$ cat src/ptw_pkg.sv
// Sv39 widths, page table entry, TLB entry, read port and control structs, walk enums
package ptw_pkg;

    // ----------------------------------------
    // Sv39 geometry
    // ----------------------------------------
    localparam int VLEN          = 39;
    localparam int PLEN          = 56;
    localparam int PPNW          = 44;
    localparam int ASIDW         = 16;
    localparam int VPNW          = 27;
    // one VPN slice per table level
    localparam int LVL_BITS      = 9;
    // 8-byte entries
    localparam int PTE_BYTES_LOG = 3;

    typedef logic [VLEN-1:0]  vaddr_t;
    typedef logic [PLEN-1:0]  paddr_t;
    typedef logic [PPNW-1:0]  ppn_t;
    typedef logic [ASIDW-1:0] asid_t;
    typedef logic [VPNW-1:0]  vpn_t;

    // ----------------------------------------
    // page table entry, msb first
    // ----------------------------------------
    typedef struct packed {
        logic [9:0] reserved;
        ppn_t       ppn;
        logic [1:0] rsw;
        logic       d;
        logic       a;
        logic       g;
        logic       u;
        logic       x;
        logic       w;
        logic       r;
        logic       v;
    } pte_t;

    // entry handed to the ITLB or DTLB on a good leaf
    typedef struct packed {
        vpn_t  vpn;
        asid_t asid;
        logic  is_1g;
        logic  is_2m;
        pte_t  content;
    } tlb_entry_t;

    // read port, walker side
    typedef struct packed {
        logic   req;
        paddr_t addr;
    } mem_req_t;

    // read port, memory side
    typedef struct packed {
        logic        gnt;
        logic        rvalid;
        logic [63:0] rdata;
    } mem_rsp_t;

    typedef enum logic [1:0] {LVL1, LVL2, LVL3} walk_lvl_e;

    typedef enum logic [2:0] {
        IDLE,
        WAIT_GRANT,
        PTE_LOOKUP,
        WAIT_RVALID,
        PROPAGATE_ERROR
    } walk_state_e;

    typedef enum logic [1:0] {VERDICT_LEAF, VERDICT_NEXT, VERDICT_FAULT} pte_verdict_e;

    // commands from the walk FSM to the context registers
    typedef struct packed {
        logic start;
        logic start_instr;
        logic descend;
        logic note_pte;
    } ctx_ctl_t;

endpackage

$ cat src/ptw_fsm.sv
// page walk FSM with miss arbitration, read requests, update and error pulses, flush
`timescale 1ns/1ps

module ptw_fsm (
    input  logic                  clk_i,
    input  logic                  rst_ni,
    input  logic                  flush_i,
    input  logic                  enable_translation_i,
    input  logic                  en_ld_st_translation_i,
    input  logic                  itlb_access_i,
    input  logic                  itlb_hit_i,
    input  logic                  dtlb_access_i,
    input  logic                  dtlb_hit_i,
    input  logic                  mem_gnt_i,
    input  logic                  rsp_valid_i,
    input  ptw_pkg::pte_verdict_e verdict_i,
    input  logic                  is_instr_i,
    output ptw_pkg::ctx_ctl_t     ctl_o,
    output logic                  mem_req_o,
    output logic                  itlb_update_valid_o,
    output logic                  dtlb_update_valid_o,
    output logic                  ptw_active_o,
    output logic                  ptw_error_o
);

    ptw_pkg::walk_state_e state_q, state_d;

    logic dtlb_miss;
    logic itlb_miss;
    // good leaf seen this cycle
    logic leaf_hit;

    // data side wins, fetch miss only counts without a data access
    assign dtlb_miss = en_ld_st_translation_i & dtlb_access_i & ~dtlb_hit_i;
    assign itlb_miss = enable_translation_i & itlb_access_i & ~itlb_hit_i & ~dtlb_access_i;

    always_comb begin
        state_d  = state_q;
        ctl_o    = '0;
        leaf_hit = 1'b0;

        case (state_q)
            ptw_pkg::IDLE: begin
                if (dtlb_miss || itlb_miss) begin
                    ctl_o.start       = 1'b1;
                    ctl_o.start_instr = !dtlb_miss;
                    state_d           = ptw_pkg::WAIT_GRANT;
                end
            end
            ptw_pkg::WAIT_GRANT: begin
                if (mem_gnt_i) begin
                    state_d = ptw_pkg::PTE_LOOKUP;
                end
            end
            ptw_pkg::PTE_LOOKUP: begin
                if (rsp_valid_i) begin
                    ctl_o.note_pte = 1'b1;
                    case (verdict_i)
                        ptw_pkg::VERDICT_LEAF: begin
                            leaf_hit = 1'b1;
                            state_d  = ptw_pkg::IDLE;
                        end
                        ptw_pkg::VERDICT_NEXT: begin
                            ctl_o.descend = 1'b1;
                            state_d       = ptw_pkg::WAIT_GRANT;
                        end
                        default: state_d = ptw_pkg::PROPAGATE_ERROR;
                    endcase
                end
            end
            // error pulse lasts this one cycle
            ptw_pkg::PROPAGATE_ERROR: state_d = ptw_pkg::IDLE;
            // drain the response owed by a flushed walk
            ptw_pkg::WAIT_RVALID: begin
                if (rsp_valid_i) begin
                    state_d = ptw_pkg::IDLE;
                end
            end
            default: state_d = ptw_pkg::IDLE;
        endcase

        // ----------------------------------------
        // flush
        // ----------------------------------------
        if (flush_i) begin
            ctl_o    = '0;
            leaf_hit = 1'b0;
            // a granted request still owes one rvalid
            if (((state_q inside {ptw_pkg::PTE_LOOKUP, ptw_pkg::WAIT_RVALID}) && !rsp_valid_i)
                || ((state_q == ptw_pkg::WAIT_GRANT) && mem_gnt_i)) begin
                state_d = ptw_pkg::WAIT_RVALID;
            end else begin
                state_d = ptw_pkg::IDLE;
            end
        end
    end

    always_ff @(posedge clk_i or negedge rst_ni) begin
        if (!rst_ni) begin
            state_q <= ptw_pkg::IDLE;
        end else begin
            state_q <= state_d;
        end
    end

    // Moore outputs, the update pulse alone follows the verdict directly
    assign mem_req_o           = (state_q == ptw_pkg::WAIT_GRANT);
    assign ptw_error_o         = (state_q == ptw_pkg::PROPAGATE_ERROR);
    assign ptw_active_o        = (state_q != ptw_pkg::IDLE);
    assign itlb_update_valid_o = leaf_hit & is_instr_i;
    assign dtlb_update_valid_o = leaf_hit & ~is_instr_i;

endmodule

$ cat src/ptw_pte_check.sv
// response register and page table entry verdict logic
`timescale 1ns/1ps

module ptw_pte_check (
    input  logic                  clk_i,
    input  logic                  rst_ni,
    input  ptw_pkg::mem_rsp_t     mem_rsp_i,
    input  ptw_pkg::walk_lvl_e    lvl_i,
    input  logic                  is_instr_i,
    input  logic                  mxr_i,
    input  logic                  lsu_is_store_i,
    output logic                  rsp_valid_o,
    output ptw_pkg::pte_t         pte_o,
    output ptw_pkg::pte_verdict_e verdict_o
);

    logic        rvalid_q;
    logic [63:0] rdata_q;

    logic is_leaf;
    logic perm_fault;
    logic misaligned;

    // ----------------------------------------
    // response register
    // ----------------------------------------
    always_ff @(posedge clk_i or negedge rst_ni) begin
        if (!rst_ni) begin
            rvalid_q <= 1'b0;
        end else begin
            rvalid_q <= mem_rsp_i.rvalid;
        end
    end

    always_ff @(posedge clk_i) begin
        rdata_q <= mem_rsp_i.rdata;
    end

    assign rsp_valid_o = rvalid_q;
    assign pte_o       = ptw_pkg::pte_t'(rdata_q);

    // ----------------------------------------
    // verdict
    // ----------------------------------------
    // r or x marks a leaf, otherwise a pointer
    assign is_leaf = pte_o.r | pte_o.x;

    always_comb begin
        if (is_instr_i) begin
            // fetch needs execute and accessed
            perm_fault = !pte_o.x || !pte_o.a;
        end else begin
            // loads need r, or x with MXR
            perm_fault = !pte_o.a || !(pte_o.r || (pte_o.x && mxr_i));
            // stores also need w and a set dirty bit
            if (lsu_is_store_i && (!pte_o.w || !pte_o.d)) begin
                perm_fault = 1'b1;
            end
        end
    end

    // superpage PPN must be aligned to the page size
    always_comb begin
        case (lvl_i)
            ptw_pkg::LVL1: misaligned = (pte_o.ppn[2*ptw_pkg::LVL_BITS-1:0] != '0);
            ptw_pkg::LVL2: misaligned = (pte_o.ppn[ptw_pkg::LVL_BITS-1:0] != '0);
            default:       misaligned = 1'b0;
        endcase
    end

    always_comb begin
        if (!pte_o.v || (!pte_o.r && pte_o.w)) begin
            // invalid, or the reserved write-without-read
            verdict_o = ptw_pkg::VERDICT_FAULT;
        end else if (is_leaf) begin
            verdict_o = (perm_fault || misaligned) ? ptw_pkg::VERDICT_FAULT
                                                   : ptw_pkg::VERDICT_LEAF;
        end else if (lvl_i == ptw_pkg::LVL3) begin
            // no table below the last level
            verdict_o = ptw_pkg::VERDICT_FAULT;
        end else begin
            verdict_o = ptw_pkg::VERDICT_NEXT;
        end
    end

endmodule

$ cat src/ptw_top.sv
// Sv39 page table walker top level with context, entry checker and walk FSM
`timescale 1ns/1ps

module ptw_top (
    input  logic                clk_i,
    input  logic                rst_ni,
    input  logic                flush_i,
    input  logic                enable_translation_i,
    input  logic                en_ld_st_translation_i,
    input  logic                lsu_is_store_i,
    input  logic                mxr_i,
    input  ptw_pkg::asid_t      asid_i,
    input  ptw_pkg::ppn_t       satp_ppn_i,
    input  logic                itlb_access_i,
    input  logic                itlb_hit_i,
    input  ptw_pkg::vaddr_t     itlb_vaddr_i,
    input  logic                dtlb_access_i,
    input  logic                dtlb_hit_i,
    input  ptw_pkg::vaddr_t     dtlb_vaddr_i,
    input  ptw_pkg::mem_rsp_t   mem_rsp_i,
    output ptw_pkg::mem_req_t   mem_req_o,
    output logic                itlb_update_valid_o,
    output logic                dtlb_update_valid_o,
    output ptw_pkg::tlb_entry_t update_entry_o,
    output ptw_pkg::vaddr_t     update_vaddr_o,
    output logic                ptw_active_o,
    output logic                walking_instr_o,
    output logic                ptw_error_o
);

    ptw_pkg::ctx_ctl_t     ctl;
    ptw_pkg::walk_lvl_e    lvl;
    ptw_pkg::pte_t         pte;
    ptw_pkg::pte_verdict_e verdict;
    ptw_pkg::paddr_t       pptr;
    logic                  is_instr;
    logic                  rsp_valid;
    logic                  req;

    // ----------------------------------------
    // read port
    // ----------------------------------------
    assign mem_req_o.req  = req;
    assign mem_req_o.addr = pptr;

    assign walking_instr_o = is_instr;

    ptw_walk_ctx i_walk_ctx (
        .clk_i        (clk_i),
        .rst_ni       (rst_ni),
        .ctl_i        (ctl),
        .itlb_vaddr_i (itlb_vaddr_i),
        .dtlb_vaddr_i (dtlb_vaddr_i),
        .asid_i       (asid_i),
        .satp_ppn_i   (satp_ppn_i),
        .pte_i        (pte),
        .pptr_o       (pptr),
        .lvl_o        (lvl),
        .is_instr_o   (is_instr),
        .vaddr_o      (update_vaddr_o),
        .entry_o      (update_entry_o)
    );

    ptw_pte_check i_pte_check (
        .clk_i          (clk_i),
        .rst_ni         (rst_ni),
        .mem_rsp_i      (mem_rsp_i),
        .lvl_i          (lvl),
        .is_instr_i     (is_instr),
        .mxr_i          (mxr_i),
        .lsu_is_store_i (lsu_is_store_i),
        .rsp_valid_o    (rsp_valid),
        .pte_o          (pte),
        .verdict_o      (verdict)
    );

    ptw_fsm i_fsm (
        .clk_i                  (clk_i),
        .rst_ni                 (rst_ni),
        .flush_i                (flush_i),
        .enable_translation_i   (enable_translation_i),
        .en_ld_st_translation_i (en_ld_st_translation_i),
        .itlb_access_i          (itlb_access_i),
        .itlb_hit_i             (itlb_hit_i),
        .dtlb_access_i          (dtlb_access_i),
        .dtlb_hit_i             (dtlb_hit_i),
        .mem_gnt_i              (mem_rsp_i.gnt),
        .rsp_valid_i            (rsp_valid),
        .verdict_i              (verdict),
        .is_instr_i             (is_instr),
        .ctl_o                  (ctl),
        .mem_req_o              (req),
        .itlb_update_valid_o    (itlb_update_valid_o),
        .dtlb_update_valid_o    (dtlb_update_valid_o),
        .ptw_active_o           (ptw_active_o),
        .ptw_error_o            (ptw_error_o)
    );

endmodule

$ cat src/ptw_walk_ctx.sv
// walk-context registers and TLB update entry assembly
`timescale 1ns/1ps

module ptw_walk_ctx (
    input  logic                clk_i,
    input  logic                rst_ni,
    input  ptw_pkg::ctx_ctl_t   ctl_i,
    input  ptw_pkg::vaddr_t     itlb_vaddr_i,
    input  ptw_pkg::vaddr_t     dtlb_vaddr_i,
    input  ptw_pkg::asid_t      asid_i,
    input  ptw_pkg::ppn_t       satp_ppn_i,
    input  ptw_pkg::pte_t       pte_i,
    output ptw_pkg::paddr_t     pptr_o,
    output ptw_pkg::walk_lvl_e  lvl_o,
    output logic                is_instr_o,
    output ptw_pkg::vaddr_t     vaddr_o,
    output ptw_pkg::tlb_entry_t entry_o
);

    // page offset sits below the VPN
    localparam int OFFS = ptw_pkg::VLEN - ptw_pkg::VPNW;

    ptw_pkg::vaddr_t    vaddr_q;
    ptw_pkg::asid_t     asid_q;
    ptw_pkg::paddr_t    pptr_q;
    ptw_pkg::walk_lvl_e lvl_q;
    logic               is_instr_q;
    logic               global_q;

    // address of the missing side for a start
    ptw_pkg::vaddr_t start_vaddr;
    // VPN slice that indexes the next table
    logic [ptw_pkg::LVL_BITS-1:0] next_slice;

    assign start_vaddr = ctl_i.start_instr ? itlb_vaddr_i : dtlb_vaddr_i;

    always_comb begin
        // LVL1 -> VPN[1], LVL2 -> VPN[0]
        if (lvl_q == ptw_pkg::LVL1) begin
            next_slice = vaddr_q[OFFS + ptw_pkg::LVL_BITS +: ptw_pkg::LVL_BITS];
        end else begin
            next_slice = vaddr_q[OFFS +: ptw_pkg::LVL_BITS];
        end
    end

    // ----------------------------------------
    // control state
    // ----------------------------------------
    always_ff @(posedge clk_i or negedge rst_ni) begin
        if (!rst_ni) begin
            lvl_q      <= ptw_pkg::LVL1;
            is_instr_q <= 1'b0;
            global_q   <= 1'b0;
        end else if (ctl_i.start) begin
            lvl_q      <= ptw_pkg::LVL1;
            is_instr_q <= ctl_i.start_instr;
            global_q   <= 1'b0;
        end else begin
            // g on any level makes the whole mapping global
            if (ctl_i.note_pte) begin
                global_q <= global_q | pte_i.g;
            end
            if (ctl_i.descend) begin
                lvl_q <= (lvl_q == ptw_pkg::LVL1) ? ptw_pkg::LVL2 : ptw_pkg::LVL3;
            end
        end
    end

    // ----------------------------------------
    // payload registers for address, ASID and table pointer
    // ----------------------------------------
    always_ff @(posedge clk_i) begin
        if (ctl_i.start) begin
            vaddr_q <= start_vaddr;
            asid_q  <= asid_i;
            // root table from satp indexed by VPN[2]
            pptr_q  <= {satp_ppn_i,
                        start_vaddr[OFFS + 2*ptw_pkg::LVL_BITS +: ptw_pkg::LVL_BITS],
                        {ptw_pkg::PTE_BYTES_LOG{1'b0}}};
        end else if (ctl_i.descend) begin
            pptr_q <= {pte_i.ppn, next_slice, {ptw_pkg::PTE_BYTES_LOG{1'b0}}};
        end
    end

    assign pptr_o     = pptr_q;
    assign lvl_o      = lvl_q;
    assign is_instr_o = is_instr_q;
    assign vaddr_o    = vaddr_q;

    // update entry is valid only while the FSM pulses an update
    always_comb begin
        entry_o.vpn       = vaddr_q[ptw_pkg::VLEN-1 -: ptw_pkg::VPNW];
        entry_o.asid      = asid_q;
        entry_o.is_1g     = (lvl_q == ptw_pkg::LVL1);
        entry_o.is_2m     = (lvl_q == ptw_pkg::LVL2);
        entry_o.content   = pte_i;
        // include the leaf's own g bit
        entry_o.content.g = pte_i.g | global_q;
    end

endmodule

$ cat config.mk
export PLATFORM = sky130hd
export DESIGN_NAME = ptw_top
export DESIGN_NICKNAME = d
export VERILOG_FILES = /design/src/ptw_pkg.sv /design/src/ptw_fsm.sv /design/src/ptw_pte_check.sv /design/src/ptw_top.sv /design/src/ptw_walk_ctx.sv
export SDC_FILE = /design/constraint.sdc
export NUM_CORES = 1
export LEC_CHECK = 0
export BUFFER_PORTS_ARGS = -buffer_cell sky130_fd_sc_hd__buf_2
export CAP_MARGIN = 20
export CORE_AREA = 2 2 165 167
export DETAILED_ROUTE_END_ITERATION = 16
export DIE_AREA = 0 0 167 169
export SETUP_SLACK_MARGIN = 0.05
export SYNTH_ARGS = -nofsm -noshare
export SYNTH_HDL_FRONTEND = slang
export SYNTH_SLANG_ARGS = --single-unit
$ cat constraint.sdc
create_clock -name clk_i -period 4.45 [get_ports clk_i]
set_input_delay 0 -clock clk_i [delete_from_list [all_inputs] [get_ports clk_i]]
set_output_delay 0 -clock clk_i [all_outputs]
set_load 0.02 [all_outputs]
==> reports/results.env, run 1 <==
OUTCOME='completed'
DRC_ERRORS=0
TIMING.CRITICAL_PATH.FROM_TYPE='flip-flop'
FINAL_CELLS=1348
POWER.SEQUENTIAL.FRACTION_PCT=45.5
CTS_BUFFER_DEPTH=2
POST_ROUTE_SKEW_NS=0.01536
DESIGN.CORE.AREA_UM2=26500
MOST-COMMON-LAYOUT-CELLS='buf_2 (421), dlygate4sd3_1 (207), edfxtp_1 (108), mux2_2 (95), dfxtp_1 (64)'
SYNTH_SEQUENTIAL_AREA_RATIO_PCT=67.26
CP_MAX_FO=38
DRT-VIAS-PER-INSTANCE=4.154
PLACE.GP.CONGESTION=0.7990
CTS_MAX_LEVEL=4
YOSYS.CELL_TYPES.COUNT=40
DRT_ITER0_DRC=246
DIE_HEIGHT_UM=169
TIMING.FINAL.WS_SETUP_NS=1.660
HOLDCRITPATHCLASS='input port to flip-flop'
VIAS=5599
SYNTH-SEQ-CELLS=180
MOSTFREQUENTLAYOUTCELL='buf_2'
GLOBALROUTEOVERFLOWTOTAL=0
POWER_LEAKAGE_nW=5.035
PLACE_WORST_SETUP_SLACK_NS=2.067
MIN_PERIOD_NS=2.790
POST_SYNTH_INST_COUNT=445
PIN_COUNT=425
CELLPOWERDENSITY_nW_PER_UM2=373.7
FIN_CRIT_SH_PCT=62.69
WORST-R2R-SETUP-SLACK_NS=1.66
POWER.SHARE.SWITCHING_PCT=26.48
TRACK_USAGE_PCT=15.59
SYNTH_TOP_CELL_AREA_SHARE_PCT=46.17
POST-DP-HPWL_UM=15720
COMBPWRFRAC_PCT=17.8
SYNTH-ASYNC-RESET-RATIO_PCT=4.444
YOSYS_MOST_USED_DFF='edfxtp_1'
CLKSINKCOUNT=180
DRT_PRE_ANTENNA_ITERS=6
MAX_SLEW.WORST_PIN.SLEW_NS=0.8603
TIMING.SETUP.CRITICAL_PATH_CLASS='flip-flop to flip-flop'
FIRST_PASS_GRT_WIRE_LENGTH_UM=33500
KIND_OF_CAPTURE_POINT_OF_THE_WORST_SETUP_PATH='flip-flop'
FMAX_GHz=0.3584
TOTALPOWERFINAL_W=0.004310
CTS_MADE_BUFFERS=17
GRT_MAX_DEGREE=66
TOTALWIRELENGTH_UM=23000
LAYOUT-AREA-OVERHEAD-VS-SYNTH_PCT=64.21
YOSYS.AREA.TOP_TYPE='edfxtp_1'
WORST_IR_DROP_VDD_mV=0.2417
CLOCK_TREE.ROOT_CELL='clkbuf_16'
CRITPATHREQUIREDTIME_NS=4.62
POWER.SHARE.CLOCK_PCT=36.7
PLACED_CELLS_INCL_TAPS=1109
P_SW_W=0.001142
SLEW_VIOL_FINAL=0
NUMBER_OF_ENABLE_FLIP_FLOP_CELLS_AFTER_SYNTHESIS=108
DETAIL_ROUTE.WL_PER_CELL_UM=17.06
SETUP_REPAIR_AFTER_GLOBAL_ROUTING_MISSED_ITS_MARGIN='false'
CTS_TREE='built'
SYNTH.AREA.TOP_CELLS='edfxtp_1 (46%), dfxtp_1 (18%), mux2_2 (15%), buf_4 (10%), dfrtp_1 (2.9%)'
SETUP_VIOLATIONS=0
FINAL_NUMBER_OF_HOLD_VIOLATING_ENDPOINTS=0
PLACEMENT.IO_BUFFERS=421
POSTCTSRESIZEDCELLS=0
SYN_AREA_PER_CELL_UM2=15.78
TNS_NS=0
TIMING.SLEW.HEADROOM_PCT=42.65
NETLIST_AREA_UM2=7024
DIE_AREA_UM2=28220
POWER.INTERNAL_W=0.003169
FINAL_LAYOUT_SIZE_SUFFIX_GT1_SHARE_PCT=56.31
DRV_CAP=0
CLK_PIN_SLEW_NS=0.07
FINAL_ANTENNA_NET_COUNT=0
CTS_POST_SETUP_BUFFERS_INSERTED=0
FINAL_NET_COUNT=1209
CLK_LATENCY_WORST_SKEW_PAIR_NS=0.42
YOSYS_WARNINGS=0
N_ANTENNA_CELL=0
GRT_PASS1_VIAS=6088
GRT_ANTENNA_BEFORE_REPAIR=1
WORSTPATHARRIVAL_NS=2.96
INITIAL_CORE_UTIL_PCT=26.51
FP.DIEW_UM=167
ROWS=60
==> synth_stat cells, drive strengths merged, types with 2 or more instances <==
cell type,count
inv,2
dfxtp,64
nor2b,2
dfrtp,8
and2,2
edfxtp,108
nand2b,4
nand2,7
nor4,4
nor2,7
mux2,101
a21oi,4
nor3,5
buf,105
a31oi,2
==> sequential cells by signal, summed over array words and instances, names as in the netlist <==
register and count:
i_pte_check.pte_o 64, i_walk_ctx.pptr_o 53, i_walk_ctx.vaddr_o 39, i_walk_ctx.asid_q 16, i_fsm.state_q 3, i_walk_ctx.lvl_o 2
i_pte_check.rsp_valid_o 1, i_walk_ctx.global_q 1, i_walk_ctx.is_instr_o 1
==> critical path: stages, from the launching register on <==
cell           delay, ns
dfrtp_1             0.48
nor4_4              0.35
nand2_2             0.16
buf_4               0.34
mux2_4              0.36
dlygate4sd3_1       0.56
mux2_2              0.26
==> final cells by class <==
| type | instances | area, µm² |
|---|---|---|
| Tap cell | 341 | 426.7 |
| Fill cell | 2373 | 14970 |
| Timing Repair Buffer | 634 | 4237 |
| Clock inverter | 12 | 140.1 |
| Clock buffer | 20 | 467.9 |
| Sequential cell | 180 | 4725 |
| Multi-Input combinational cell | 159 | 1531 |
| Inverter | 2 | 7.507 |
==> final timing paths <==
kind | to | depth (start not counted) | from
setup / recovery | i_walk_ctx.pptr_o[10] | 6 | i_fsm.state_q[1]
hold / removal | i_walk_ctx.pptr_o[9] | 3 | itlb_vaddr_i[36]
setup reg to reg | i_walk_ctx.pptr_o[10] | 6 | i_fsm.state_q[1]
hold reg to reg | i_walk_ctx.global_q | 2 | i_walk_ctx.global_q
max in group asynchronous | i_walk_ctx.lvl_o[1] | 3 | rst_ni
min in group asynchronous | i_fsm.state_q[1] | 3 | rst_ni
==> routing by layer <==
layer	global-route usage, %	wire length, µm	vias to the layer above	share of wire (%)
met5	0	0	-	0
met4	5.360	479	0	2.1
met3	4.793	1749	27	7.6
met2	29.56	12460	315	54
met1	16.24	8306	2648	36
li1	-	-	2609	-
==> what timing repair did <==
item | CTS | global route
hold buffers | 207 | 0
setup endpoints to repair | 0 | 0
hold endpoints to repair | 177 | 0
==> through the flow <==
stage	hold slack [ns]	utilization [%]	instance area, µm²
after floorplan	-0.2956	-	7032
after global placement	-0.1474	33.34	8835
after detailed placement	-0.1455	33.41	8855
after CTS	0.006301	43.53	11530
after global routing	0.01053	43.53	11530
final	0.02960	43.53	11530
==> power by group through the flow <==
stage | Combinational [W] | Clock (W) | Sequential, W
after floorplan | 0.000366 | 0 | 0.00204
after global placement | 0.000611 | 0 | 0.00200
after detailed placement | 0.000621 | 0 | 0.00200
after CTS | 0.000766 | 0.00164 | 0.00196
after global routing | 0.000818 | 0.00171 | 0.00197
final | 0.000769 | 0.00158 | 0.00196
==> cell families (layout without fill, tap and decap cells) <==
kind of cell	Yosys count	count (layout)	synth area share (%)
and+or+nand+nor	39	39	3.313
AOI/OAI and AO/OA	15	15	1.532
other	1	3	0.05339
buffers and inverters	108	668	11.19
DFF	180	180	67.26
muxes	102	102	16.65
Power figures use the tool's default switching activity.
==> run 2, diff against run 1 <==
--- a/config.mk
+++ b/config.mk
@@ -5,11 +5,12 @@
 export SDC_FILE = /design/constraint.sdc
 export NUM_CORES = 1
 export LEC_CHECK = 0
+export ABC_AREA = 1
 export BUFFER_PORTS_ARGS = -buffer_cell sky130_fd_sc_hd__buf_2
 export CAP_MARGIN = 20
-export CORE_AREA = 2 2 165 167
+export CORE_AREA = 2 2 166 168
 export DETAILED_ROUTE_END_ITERATION = 16
-export DIE_AREA = 0 0 167 169
+export DIE_AREA = 0 0 168 170
 export SETUP_SLACK_MARGIN = 0.05
 export SYNTH_ARGS = -nofsm -noshare
 export SYNTH_HDL_FRONTEND = slang
==> constraint.sdc (replaced) <==
create_clock -name clk_i -period 2.62 [get_ports clk_i]
set_input_delay 0 -clock clk_i [delete_from_list [all_inputs] [get_ports clk_i]]
set_output_delay 0 -clock clk_i [all_outputs]
set_load 0.02 [all_outputs]
==> run 2 against run 1 <==
Against the previous run:
- die area increased by 1.2%
- largest power group unchanged
- sequential share of layout area decreased by 0.61 points
- clock skew decreased by 0.0025 ns
- non-clock buffer count increased by 3
- final cell count increased by 17%
- sequential power increased by 69%
- power increased by 72%
- wire length increased by 4.4%
- combinational power increased by 89%
==> reports/results.env, run 2 <==
FINAL_NUMBER_OF_HOLD_VIOLATING_ENDPOINTS=0  # unchanged
MIN_PERIOD_NS=2.261  # was 2.790 ns
DESIGN.CORE.AREA_UM2=26650  # was 26,500 µm²
GLOBALROUTEOVERFLOWTOTAL=0  # unchanged
YOSYS_WARNINGS=0  # unchanged
FINAL_NET_COUNT=1434  # was 1,209
PORTION_OF_NETLIST_AREA_OCCUPIED_BY_MUX_CELLS_PCT=0  # was 16.65%
SYNTH.CELLS.MOST_FREQUENT='nand2_1 (206), edfxtp_1 (108), buf_4 (103)'  # was edfxtp_1 (108), buf_4 (97), mux2_2 (95)
GRT_MAX_DEGREE=50  # was 66
WORST_IR_DROP_VDD_mV=0.4117  # was 0.2417 mV
DIE_HEIGHT_UM=170  # was 169 µm
PIN_COUNT=425  # unchanged
CTS_BUFFER_DEPTH=2  # unchanged
TOTALWIRELENGTH_UM=24000  # was 23,000 µm
SYNTH_SEQUENTIAL_AREA_RATIO_PCT=64.86  # was 67.26%
GRT_ANTENNA_BEFORE_REPAIR=1  # unchanged
CLOCK_TREE.ROOT_CELL='clkbuf_16'  # unchanged
MOST-COMMON-LAYOUT-CELLS='buf_2 (421), dlygate4sd3_1 (207), nand2_1 (205), edfxtp_1 (108), nand3_1 (71)'  # was buf_2 (421), dlygate4sd3_1 (207), edfxtp_1 (108), mux2_2 (95), dfxtp_1 (64)
SYNTHESIZED_AREA_FRACTION_OCCUPIED_BY_XOR_AND_XNOR_CELLS_PCT=0  # unchanged
SETUP_VIOLATIONS=0  # unchanged
CLK_LATENCY_WORST_SKEW_PAIR_NS=0.42  # about the same
DIE_AREA_UM2=28560  # was 28,220 µm²
CTS_MADE_BUFFERS=17  # unchanged
OUTCOME='completed'  # unchanged
DRT_ITER0_DRC=334  # was 246
DETAIL_ROUTE.WL_PER_CELL_UM=15.26  # was 17.06 µm
SYNTH_TOP_FAMILY_BY_AREA='simple AND/OR/NAND/NOR gates'  # was multiplexers
POWER_LEAKAGE_nW=5.526  # was 5.035 nW
FINAL_ANTENNA_NET_COUNT=0  # unchanged
CRITICAL_PATH.TOP_DELAY_FAMILY='buffers and inverters'  # unchanged
ROWS=60  # unchanged
KIND_OF_CAPTURE_POINT_OF_THE_WORST_SETUP_PATH='flip-flop'  # unchanged
SEQ_AREA_UM2=4725  # unchanged
LAYOUT.FILLER_CELLS=2496  # was 2,373
TRACK_USAGE_PCT=16.10  # was 15.59%
CELL_AREA_AFTER_PLACEMENT_UM2=9025  # was 8855 µm²
YOSYS_MOST_USED_DFF='edfxtp_1'  # unchanged
CELLPOWERDENSITY_nW_PER_UM2=635.0  # was 373.7 nW/µm²
SYNTH-ADDER-AREA-SHARE_PCT=0  # unchanged
PLACEMENT.IO_BUFFERS=421  # unchanged
NUMBER_OF_ENABLE_FLIP_FLOP_CELLS_AFTER_SYNTHESIS=108  # unchanged
MAX_SLEW.WORST_PIN.SLEW_NS=0.5776  # was 0.8603 ns
DRT_PRE_ANTENNA_ITERS=7  # was 6
CLK_PIN_SLEW_NS=0.08  # was 0.07 ns
TNS_NS=0  # unchanged
SYNTH_COMPOUND_AREA_SHARE_PCT=1.992  # was 1.532%
VIAS=6567  # was 5,599
POST_SYNTH_INST_COUNT=680  # was 445
SYNTH-SEQ-CELLS=180  # unchanged
POST_ROUTE_SKEW_NS=0.01285  # was 0.01536 ns
DRV_CAP=0  # unchanged
SYNTH.AREA.TOP_CELLS='edfxtp_1 (45%), dfxtp_1 (18%), buf_4 (11%), nand2_1 (11%), nand3_1 (4.9%)'  # was edfxtp_1 (46%), dfxtp_1 (18%), mux2_2 (15%), buf_4 (10%), dfrtp_1 (2.9%)
NETLIST_AREA_UM2=7284  # was 7024 µm²
GRT_PASS1_VIAS=6516  # was 6,088
N_ANTENNA_CELL=0  # unchanged
FIN_CRIT_SH_PCT=86.31  # was 62.69%
FP.DIEW_UM=168  # was 167 µm
POSTLAYOUTCOREUTIL_PCT=43.93  # was 43.53%
TIMING.SETUP.CRITICAL_PATH_CLASS='flip-flop to flip-flop'  # unchanged
YOSYS.CELL_TYPES.COUNT=29  # was 40
CRITPATHREQUIREDTIME_NS=2.91  # was 4.62 ns
CTS_MAX_LEVEL=4  # unchanged
LAYOUT-AREA-OVERHEAD-VS-SYNTH_PCT=60.73  # was 64.21%
TIMING.CRITICAL_PATH.SLOWEST_CELL_DELAY_NS=0.54  # was 0.56 ns
LAYOUT.CELL_AREA.NON_FILLER_UM2=11710  # was 11,530 µm²
SYNTH-ASYNC-RESET-RATIO_PCT=4.444  # unchanged
FIRST_PASS_GRT_WIRE_LENGTH_UM=35050  # was 33,500 µm
SYNTH.MOST_COMMON_CELL='nand2_1'  # was edfxtp_1
SLEW_VIOL_FINAL=0  # unchanged
TIMING.SLEW.HEADROOM_PCT=61.49  # was 42.65%
CTS_POST_SETUP_BUFFERS_INSERTED=0  # unchanged
WORST_PATH_MOST_REPEATED_CELL='nand2_2'
CLKSINKCOUNT=180  # unchanged
CRITICAL_PATH.SLOWEST_CELL='dlygate4sd3_1'  # unchanged
SETUP_REPAIR_AFTER_GLOBAL_ROUTING_MISSED_ITS_MARGIN='false'  # unchanged
DRC_ERRORS=0  # unchanged
CP_MAX_FO=40  # was 38
SYNTH-SIMPLE-AREA-SHARE_PCT=19.17  # was 3.313%
MULTIINPUTGATEAREA_UM2=1555  # was 1531 µm²
WORSTPATHCELLLIST='nor2_2 > nand2_2 > nor2_8 > buf_4 > nand3_1 > nand2_2 > dlygate4sd3_1'  # was nor4_4 > nand2_2 > buf_4 > mux2_4 > dlygate4sd3_1 > mux2_2
INITIAL_CORE_UTIL_PCT=27.33  # was 26.51%
FMAX_GHz=0.4422  # was 0.3584 GHz
CTS_TREE='built'  # unchanged
CRITPATHBUFINV=2  # unchanged
HOLDCRITPATHCLASS='input port to flip-flop'  # unchanged
DRT-VIAS-PER-INSTANCE=4.175  # was 4.154
PLACE.GP.CONGESTION=0.8174  # was 0.7990
POST-DP-HPWL_UM=16820  # was 15,720 µm
MOSTFREQUENTLAYOUTCELL='buf_2'  # unchanged
TIMING.CRITICAL_PATH.FROM_TYPE='flip-flop'  # unchanged
YOSYS.AREA.TOP_TYPE='edfxtp_1'  # unchanged
SYNTH_TOP_CELL_AREA_SHARE_PCT=44.52  # was 46.17%
SYN_AREA_PER_CELL_UM2=10.71  # was 15.78 µm²
WORSTPATHARRIVAL_NS=2.55  # was 2.96 ns
LARGEST_REGISTER_FF_COUNT=64  # unchanged
FINAL_LAYOUT_SIZE_SUFFIX_GT1_SHARE_PCT=39.12  # was 56.31%
run 2: cell count changes in the layout (fill, tap and decap cells not counted), sizes merged, moves of 13 or more:
| cell | before | now |
|---|---|---|
| nand2 | 7 | 221 |
| mux2 | 101 | 0 |
| nand3 | 0 | 71 |
| inv | 9 | 37 |
| o21ai | 1 | 21 |
| nor2 | 7 | 20 |
run 2: area by class of cell:
class / instances / share of cell area [%]
Multi-Input combinational cell: 352 / 13.28
Clock buffer: 22 / 4.339
Clock inverter: 10 / 0.8869
Tap cell: 341 / 3.644
Sequential cell: 180 / 40.35
Inverter: 31 / 1.015
Timing Repair Buffer: 637 / 36.48
run 2: layer usage:
metal  GRT usage, %  part of all wire [%]  vias up  wire [µm]
met1          18.35                    40     3043       9496
met4          5.217                   1.8        2        431
met3          4.395                   6.9       29       1647
met5              0                 0.046        -         11
li1               -                     -     3218          -
met2          29.23                    52      275      12410
run 2: what timing repair did:
action,4_1_cts,5_1_grt
resized for setup,0,0
endpoints found under the hold margin,179,0
hold buffers,207,0
run 2: final timing paths:
path | start | to | slack [ns] | depth (start not counted)
max in group asynchronous | rst_ni | i_walk_ctx.lvl_o[1] | 1.76 | 3
worst max register to register | i_fsm.state_q[0] | i_walk_ctx.vaddr_o[37] | 0.36 | 7
worst min register to register | i_walk_ctx.global_q | i_walk_ctx.global_q | 0.51 | 2
min in group asynchronous | rst_ni | i_walk_ctx.global_q | 0.58 | 3
worst min-delay path | dtlb_hit_i | i_fsm.state_q[0] | 0.04 | 6
worst max-delay path | i_fsm.state_q[0] | i_walk_ctx.vaddr_o[37] | 0.36 | 7
run 2: report_power, final:
part	internal, W	total (W)	switching (W)
combinational	0.000612	0.00145	0.000840
sequential	0.00322	0.00332	0.000104
clock	0.00151	0.00266	0.00115
total	0.00534	0.00743	0.00210
run 2: tightest hold or removal path: stages:
cell and delay [ns]:
buf_2 0.09, o22ai_2 0.11, nor2_1 0.10, nor2_1 0.04, nand2_1 0.05, nand2_1 0.04
run 2: logic make-up (layout without fill, tap and decap cells):
| family | count (synthesis) | in the layout |
|---|---|---|
| simple gates | 322 | 322 |
| flops | 180 | 180 |
| buf+inv | 150 | 700 |
| compound gates | 27 | 27 |
| other cells | 1 | 3 |
run 2: metrics by stage:
| step | setup slack [ns] | std cells | total power, W | hold WS [ns] |
|---|---|---|---|---|
| after floorplan | 0.4419 | 682 | 0.004191 | -0.2956 |
| after global placement | 0.7429 | 1334 | 0.004565 | -0.1443 |
| after detailed placement | 0.7214 | 1334 | 0.004575 | -0.1429 |
| after CTS | 0.3807 | 1573 | 0.007531 | 0.02585 |
| after global routing | 0.2435 | 1573 | 0.007772 | 0.07158 |
| final | 0.3587 | 1573 | 0.007435 | 0.04232 |
==> run 3, diff against run 2 <==
--- a/config.mk
+++ b/config.mk
@@ -8,9 +8,10 @@
 export ABC_AREA = 1
 export BUFFER_PORTS_ARGS = -buffer_cell sky130_fd_sc_hd__buf_2
 export CAP_MARGIN = 20
-export CORE_AREA = 2 2 166 168
+export CORE_AREA = 2 2 165 167
 export DETAILED_ROUTE_END_ITERATION = 16
-export DIE_AREA = 0 0 168 170
+export DIE_AREA = 0 0 167 169
+export GPL_ROUTABILITY_DRIVEN = 0
 export SETUP_SLACK_MARGIN = 0.05
 export SYNTH_ARGS = -nofsm -noshare
 export SYNTH_HDL_FRONTEND = slang
==> constraint.sdc (replaced) <==
create_clock -name clk_i -period 2.7 [get_ports clk_i]
set_input_delay 0 -clock clk_i [delete_from_list [all_inputs] [get_ports clk_i]]
set_output_delay 0 -clock clk_i [all_outputs]
set_load 0.02 [all_outputs]
==> run 3 against run 2 <==
Against the previous run:
- largest cell class unchanged
- die area down 1.2%
- non-clock buffer count decreased by 2
- sequential power decreased by 3%
- power decreased by 4.2%
- wire length down 0.47%
- final cell count barely moved
- first-iteration DRC count is 17% higher
- count of clock-buffer cells in the layout is 1 lower
==> reports/results.env, run 3 (same netlist as run 2, synthesis figures left out) <==
OUTCOME='completed'  # unchanged
LAYOUT-AREA-OVERHEAD-VS-SYNTH_PCT=60.24  # was 60.73%
CTS_MADE_BUFFERS=17  # unchanged
WORST-R2R-SETUP-SLACK_NS=0.44  # was 0.36 ns
DRT-VIAS-PER-INSTANCE=4.190  # was 4.175
TOTALWIRELENGTH_UM=23890  # was 24,000 µm
GLOBALROUTEOVERFLOWTOTAL=0  # unchanged
HOLDCRITPATHCLASS='input port to flip-flop'  # unchanged
CLK_LATENCY_WORST_SKEW_PAIR_NS=0.42  # about the same
DRC_ERRORS=0  # unchanged
CLK_PIN_SLEW_NS=0.07  # was 0.08 ns
DIE_AREA_UM2=28220  # was 28,560 µm²
CLKSINKCOUNT=180  # unchanged
DRT_ITER0_DRC=392  # was 334
FIN_CRIT_SH_PCT=83.54  # was 86.31%
CTS_TREE='built'  # unchanged
CP_MAX_FO=40  # unchanged
GRT_ANTENNA_BEFORE_REPAIR=1  # unchanged
TIMING.SETUP.CRITICAL_PATH_CLASS='flip-flop to flip-flop'  # unchanged
MIN_PERIOD_NS=2.255  # was 2.261 ns
POST-DP-HPWL_UM=16910  # was 16,820 µm
POST_ROUTE_SKEW_NS=0.01324  # was 0.01285 ns
TIMING.CRITICAL_PATH.FROM_TYPE='flip-flop'  # unchanged
FINAL_CELLS=1572  # was 1,573
CTS_MAX_LEVEL=4  # unchanged
WORSTPATHARRIVAL_NS=2.42  # was 2.55 ns
CRITICAL_PATH.STARTPOINT='i_fsm.state_q[0]'  # unchanged
FINAL_LAYOUT_SIZE_SUFFIX_GT1_SHARE_PCT=39.11  # was 39.12%
CLOCK_TREE.ROOT_CELL='clkbuf_16'  # unchanged
PLACED_CELLS_INCL_TAPS=1333  # was 1,334
PIN_COUNT=425  # unchanged
ROWS=60  # unchanged
TRACK_USAGE_PCT=16.36  # was 16.10%
DIE_HEIGHT_UM=169  # was 170 µm
POSTCTSRESIZEDCELLS=0  # unchanged
MOST-COMMON-LAYOUT-CELLS='buf_2 (421), dlygate4sd3_1 (206), nand2_1 (205), edfxtp_1 (108), nand3_1 (71)'  # was buf_2 (421), dlygate4sd3_1 (207), nand2_1 (205), edfxtp_1 (108), nand3_1 (71)
SETUP_REPAIR_AFTER_GLOBAL_ROUTING_MISSED_ITS_MARGIN='false'  # unchanged
RR_WORST_DEPTH=7  # unchanged
FINAL_NUMBER_OF_HOLD_VIOLATING_ENDPOINTS=0  # unchanged
WORST_HOLD_PATH.NUM_CELLS=5  # was 6
FP.DIEW_UM=167  # was 168 µm
SETUP_VIOLATIONS=0  # unchanged
POWER_LEAKAGE_nW=5.506  # was 5.526 nW
GRT_MAX_DEGREE=71  # was 50
SLEW_VIOL_FINAL=0  # unchanged
LARGEST_REGISTER_FF_COUNT=64  # unchanged
FIRST_PASS_GRT_WIRE_LENGTH_UM=35440  # was 35,050 µm
HOLD_PATH_STARTPOINT='flush_i'  # was dtlb_hit_i
INITIAL_CORE_UTIL_PCT=27.49  # was 27.33%
DRT_PRE_ANTENNA_ITERS=4  # was 7
FINAL_NET_COUNT=1432  # was 1,434
DESIGN.CORE.AREA_UM2=26500  # was 26,650 µm²
WORST_IR_DROP_VDD_mV=0.3528  # was 0.4117 mV
TIMING.RR.START='i_fsm.state_q[0]'  # unchanged
DETAIL_ROUTE.WL_PER_CELL_UM=15.20  # was 15.26 µm
PLACEMENT.IO_BUFFERS=421  # unchanged
FMAX_GHz=0.4434  # was 0.4422 GHz
CELLPOWERDENSITY_nW_PER_UM2=610.3  # was 635.0 nW/µm²
KIND_OF_CAPTURE_POINT_OF_THE_WORST_SETUP_PATH='flip-flop'  # unchanged
DRV_CAP=0  # unchanged
REGTOREGENDPOINT='i_walk_ctx.vaddr_o[26]'  # was i_walk_ctx.vaddr_o[37]
CTS_BUFFER_DEPTH=2  # unchanged
VIAS=6586  # was 6,567
WORSTHOLDENDPOINT='i_fsm.state_q[0]'  # unchanged
TNS_NS=0  # unchanged
MOSTFREQUENTLAYOUTCELL='buf_2'  # unchanged
GRT_PASS1_VIAS=6565  # was 6,516
CRITPATHREQUIREDTIME_NS=2.87  # was 2.91 ns
FINAL_ANTENNA_NET_COUNT=0  # unchanged
run 3: layer usage:
layer / vias up / share of wire, % / GRT usage [%]
met5: - / 0 / 0
met4: 0 / 2.2 / 6.072
met3: 36 / 6.8 / 3.834
met2: 290 / 52 / 29.95
met1: 3054 / 39 / 18.50
li1: 3206 / - / -
run 3: per-stage QoR:
stage	utilization, %	hold slack, ns	setup slack [ns]	cell area, µm²	total power (W)
5_1_grt	44.05	0.05843	0.3443	11670	0.007450
6_report	44.05	0.02300	0.4445	11670	0.007124
3_3_place_gp	34.03	-0.1460	0.8187	9017	0.004419
2_1_floorplan	-	-0.2956	0.5219	7295	0.004067
4_1_cts	44.04	0.001680	0.4456	11670	0.007218
3_5_place_dp	34.03	-0.1427	0.7737	9017	0.004439
run 3: critical path, cell delays in order, from the launching register on:
cell and delay (ns):
dfrtp_1 0.43, nor2_2 0.16, nand2_2 0.11, nor2_8 0.17, nand2_4 0.30, nand2_1 0.19
nand2_1 0.07, dlygate4sd3_1 0.57
run 3: final cells by class:
cell class	count	area (µm²)
Antenna cell	1	2.502
Clock buffer	21	483.0
Clock inverter	11	107.6
Fill cell	2525	14830
Inverter	31	118.9
Multi-Input combinational cell	352	1555
Sequential cell	180	4725
Tap cell	341	426.7
Timing Repair Buffer	635	4254
run 3: how the worst max path moves through the flow:
stage                                         to  slack [ns]  cells after the start
after detailed placement   i_walk_ctx.pptr_o[39]        0.77                      6
after floorplan            i_walk_ctx.pptr_o[10]        0.52                      6
after global placement     i_walk_ctx.pptr_o[39]        0.82                      6
after global routing      i_walk_ctx.vaddr_o[38]        0.34                      7
final                     i_walk_ctx.vaddr_o[26]        0.44                      7
after CTS                 i_walk_ctx.vaddr_o[26]        0.45                      7
run 3: repair_timing:
action | CTS | global route
endpoints found under the hold margin | 177 | 0
buffers inserted | 0 | 0
hold buffers | 206 | 0
setup endpoints to repair | 0 | 0
run 3: where the power goes:
group / switching (W) / total (W) / internal, W
Combinational: 0.000805 / 0.00140 / 0.000593
Clock: 0.00110 / 0.00250 / 0.00140
Sequential: 0.000104 / 0.00323 / 0.00312
Total: 0.00201 / 0.00712 / 0.00512
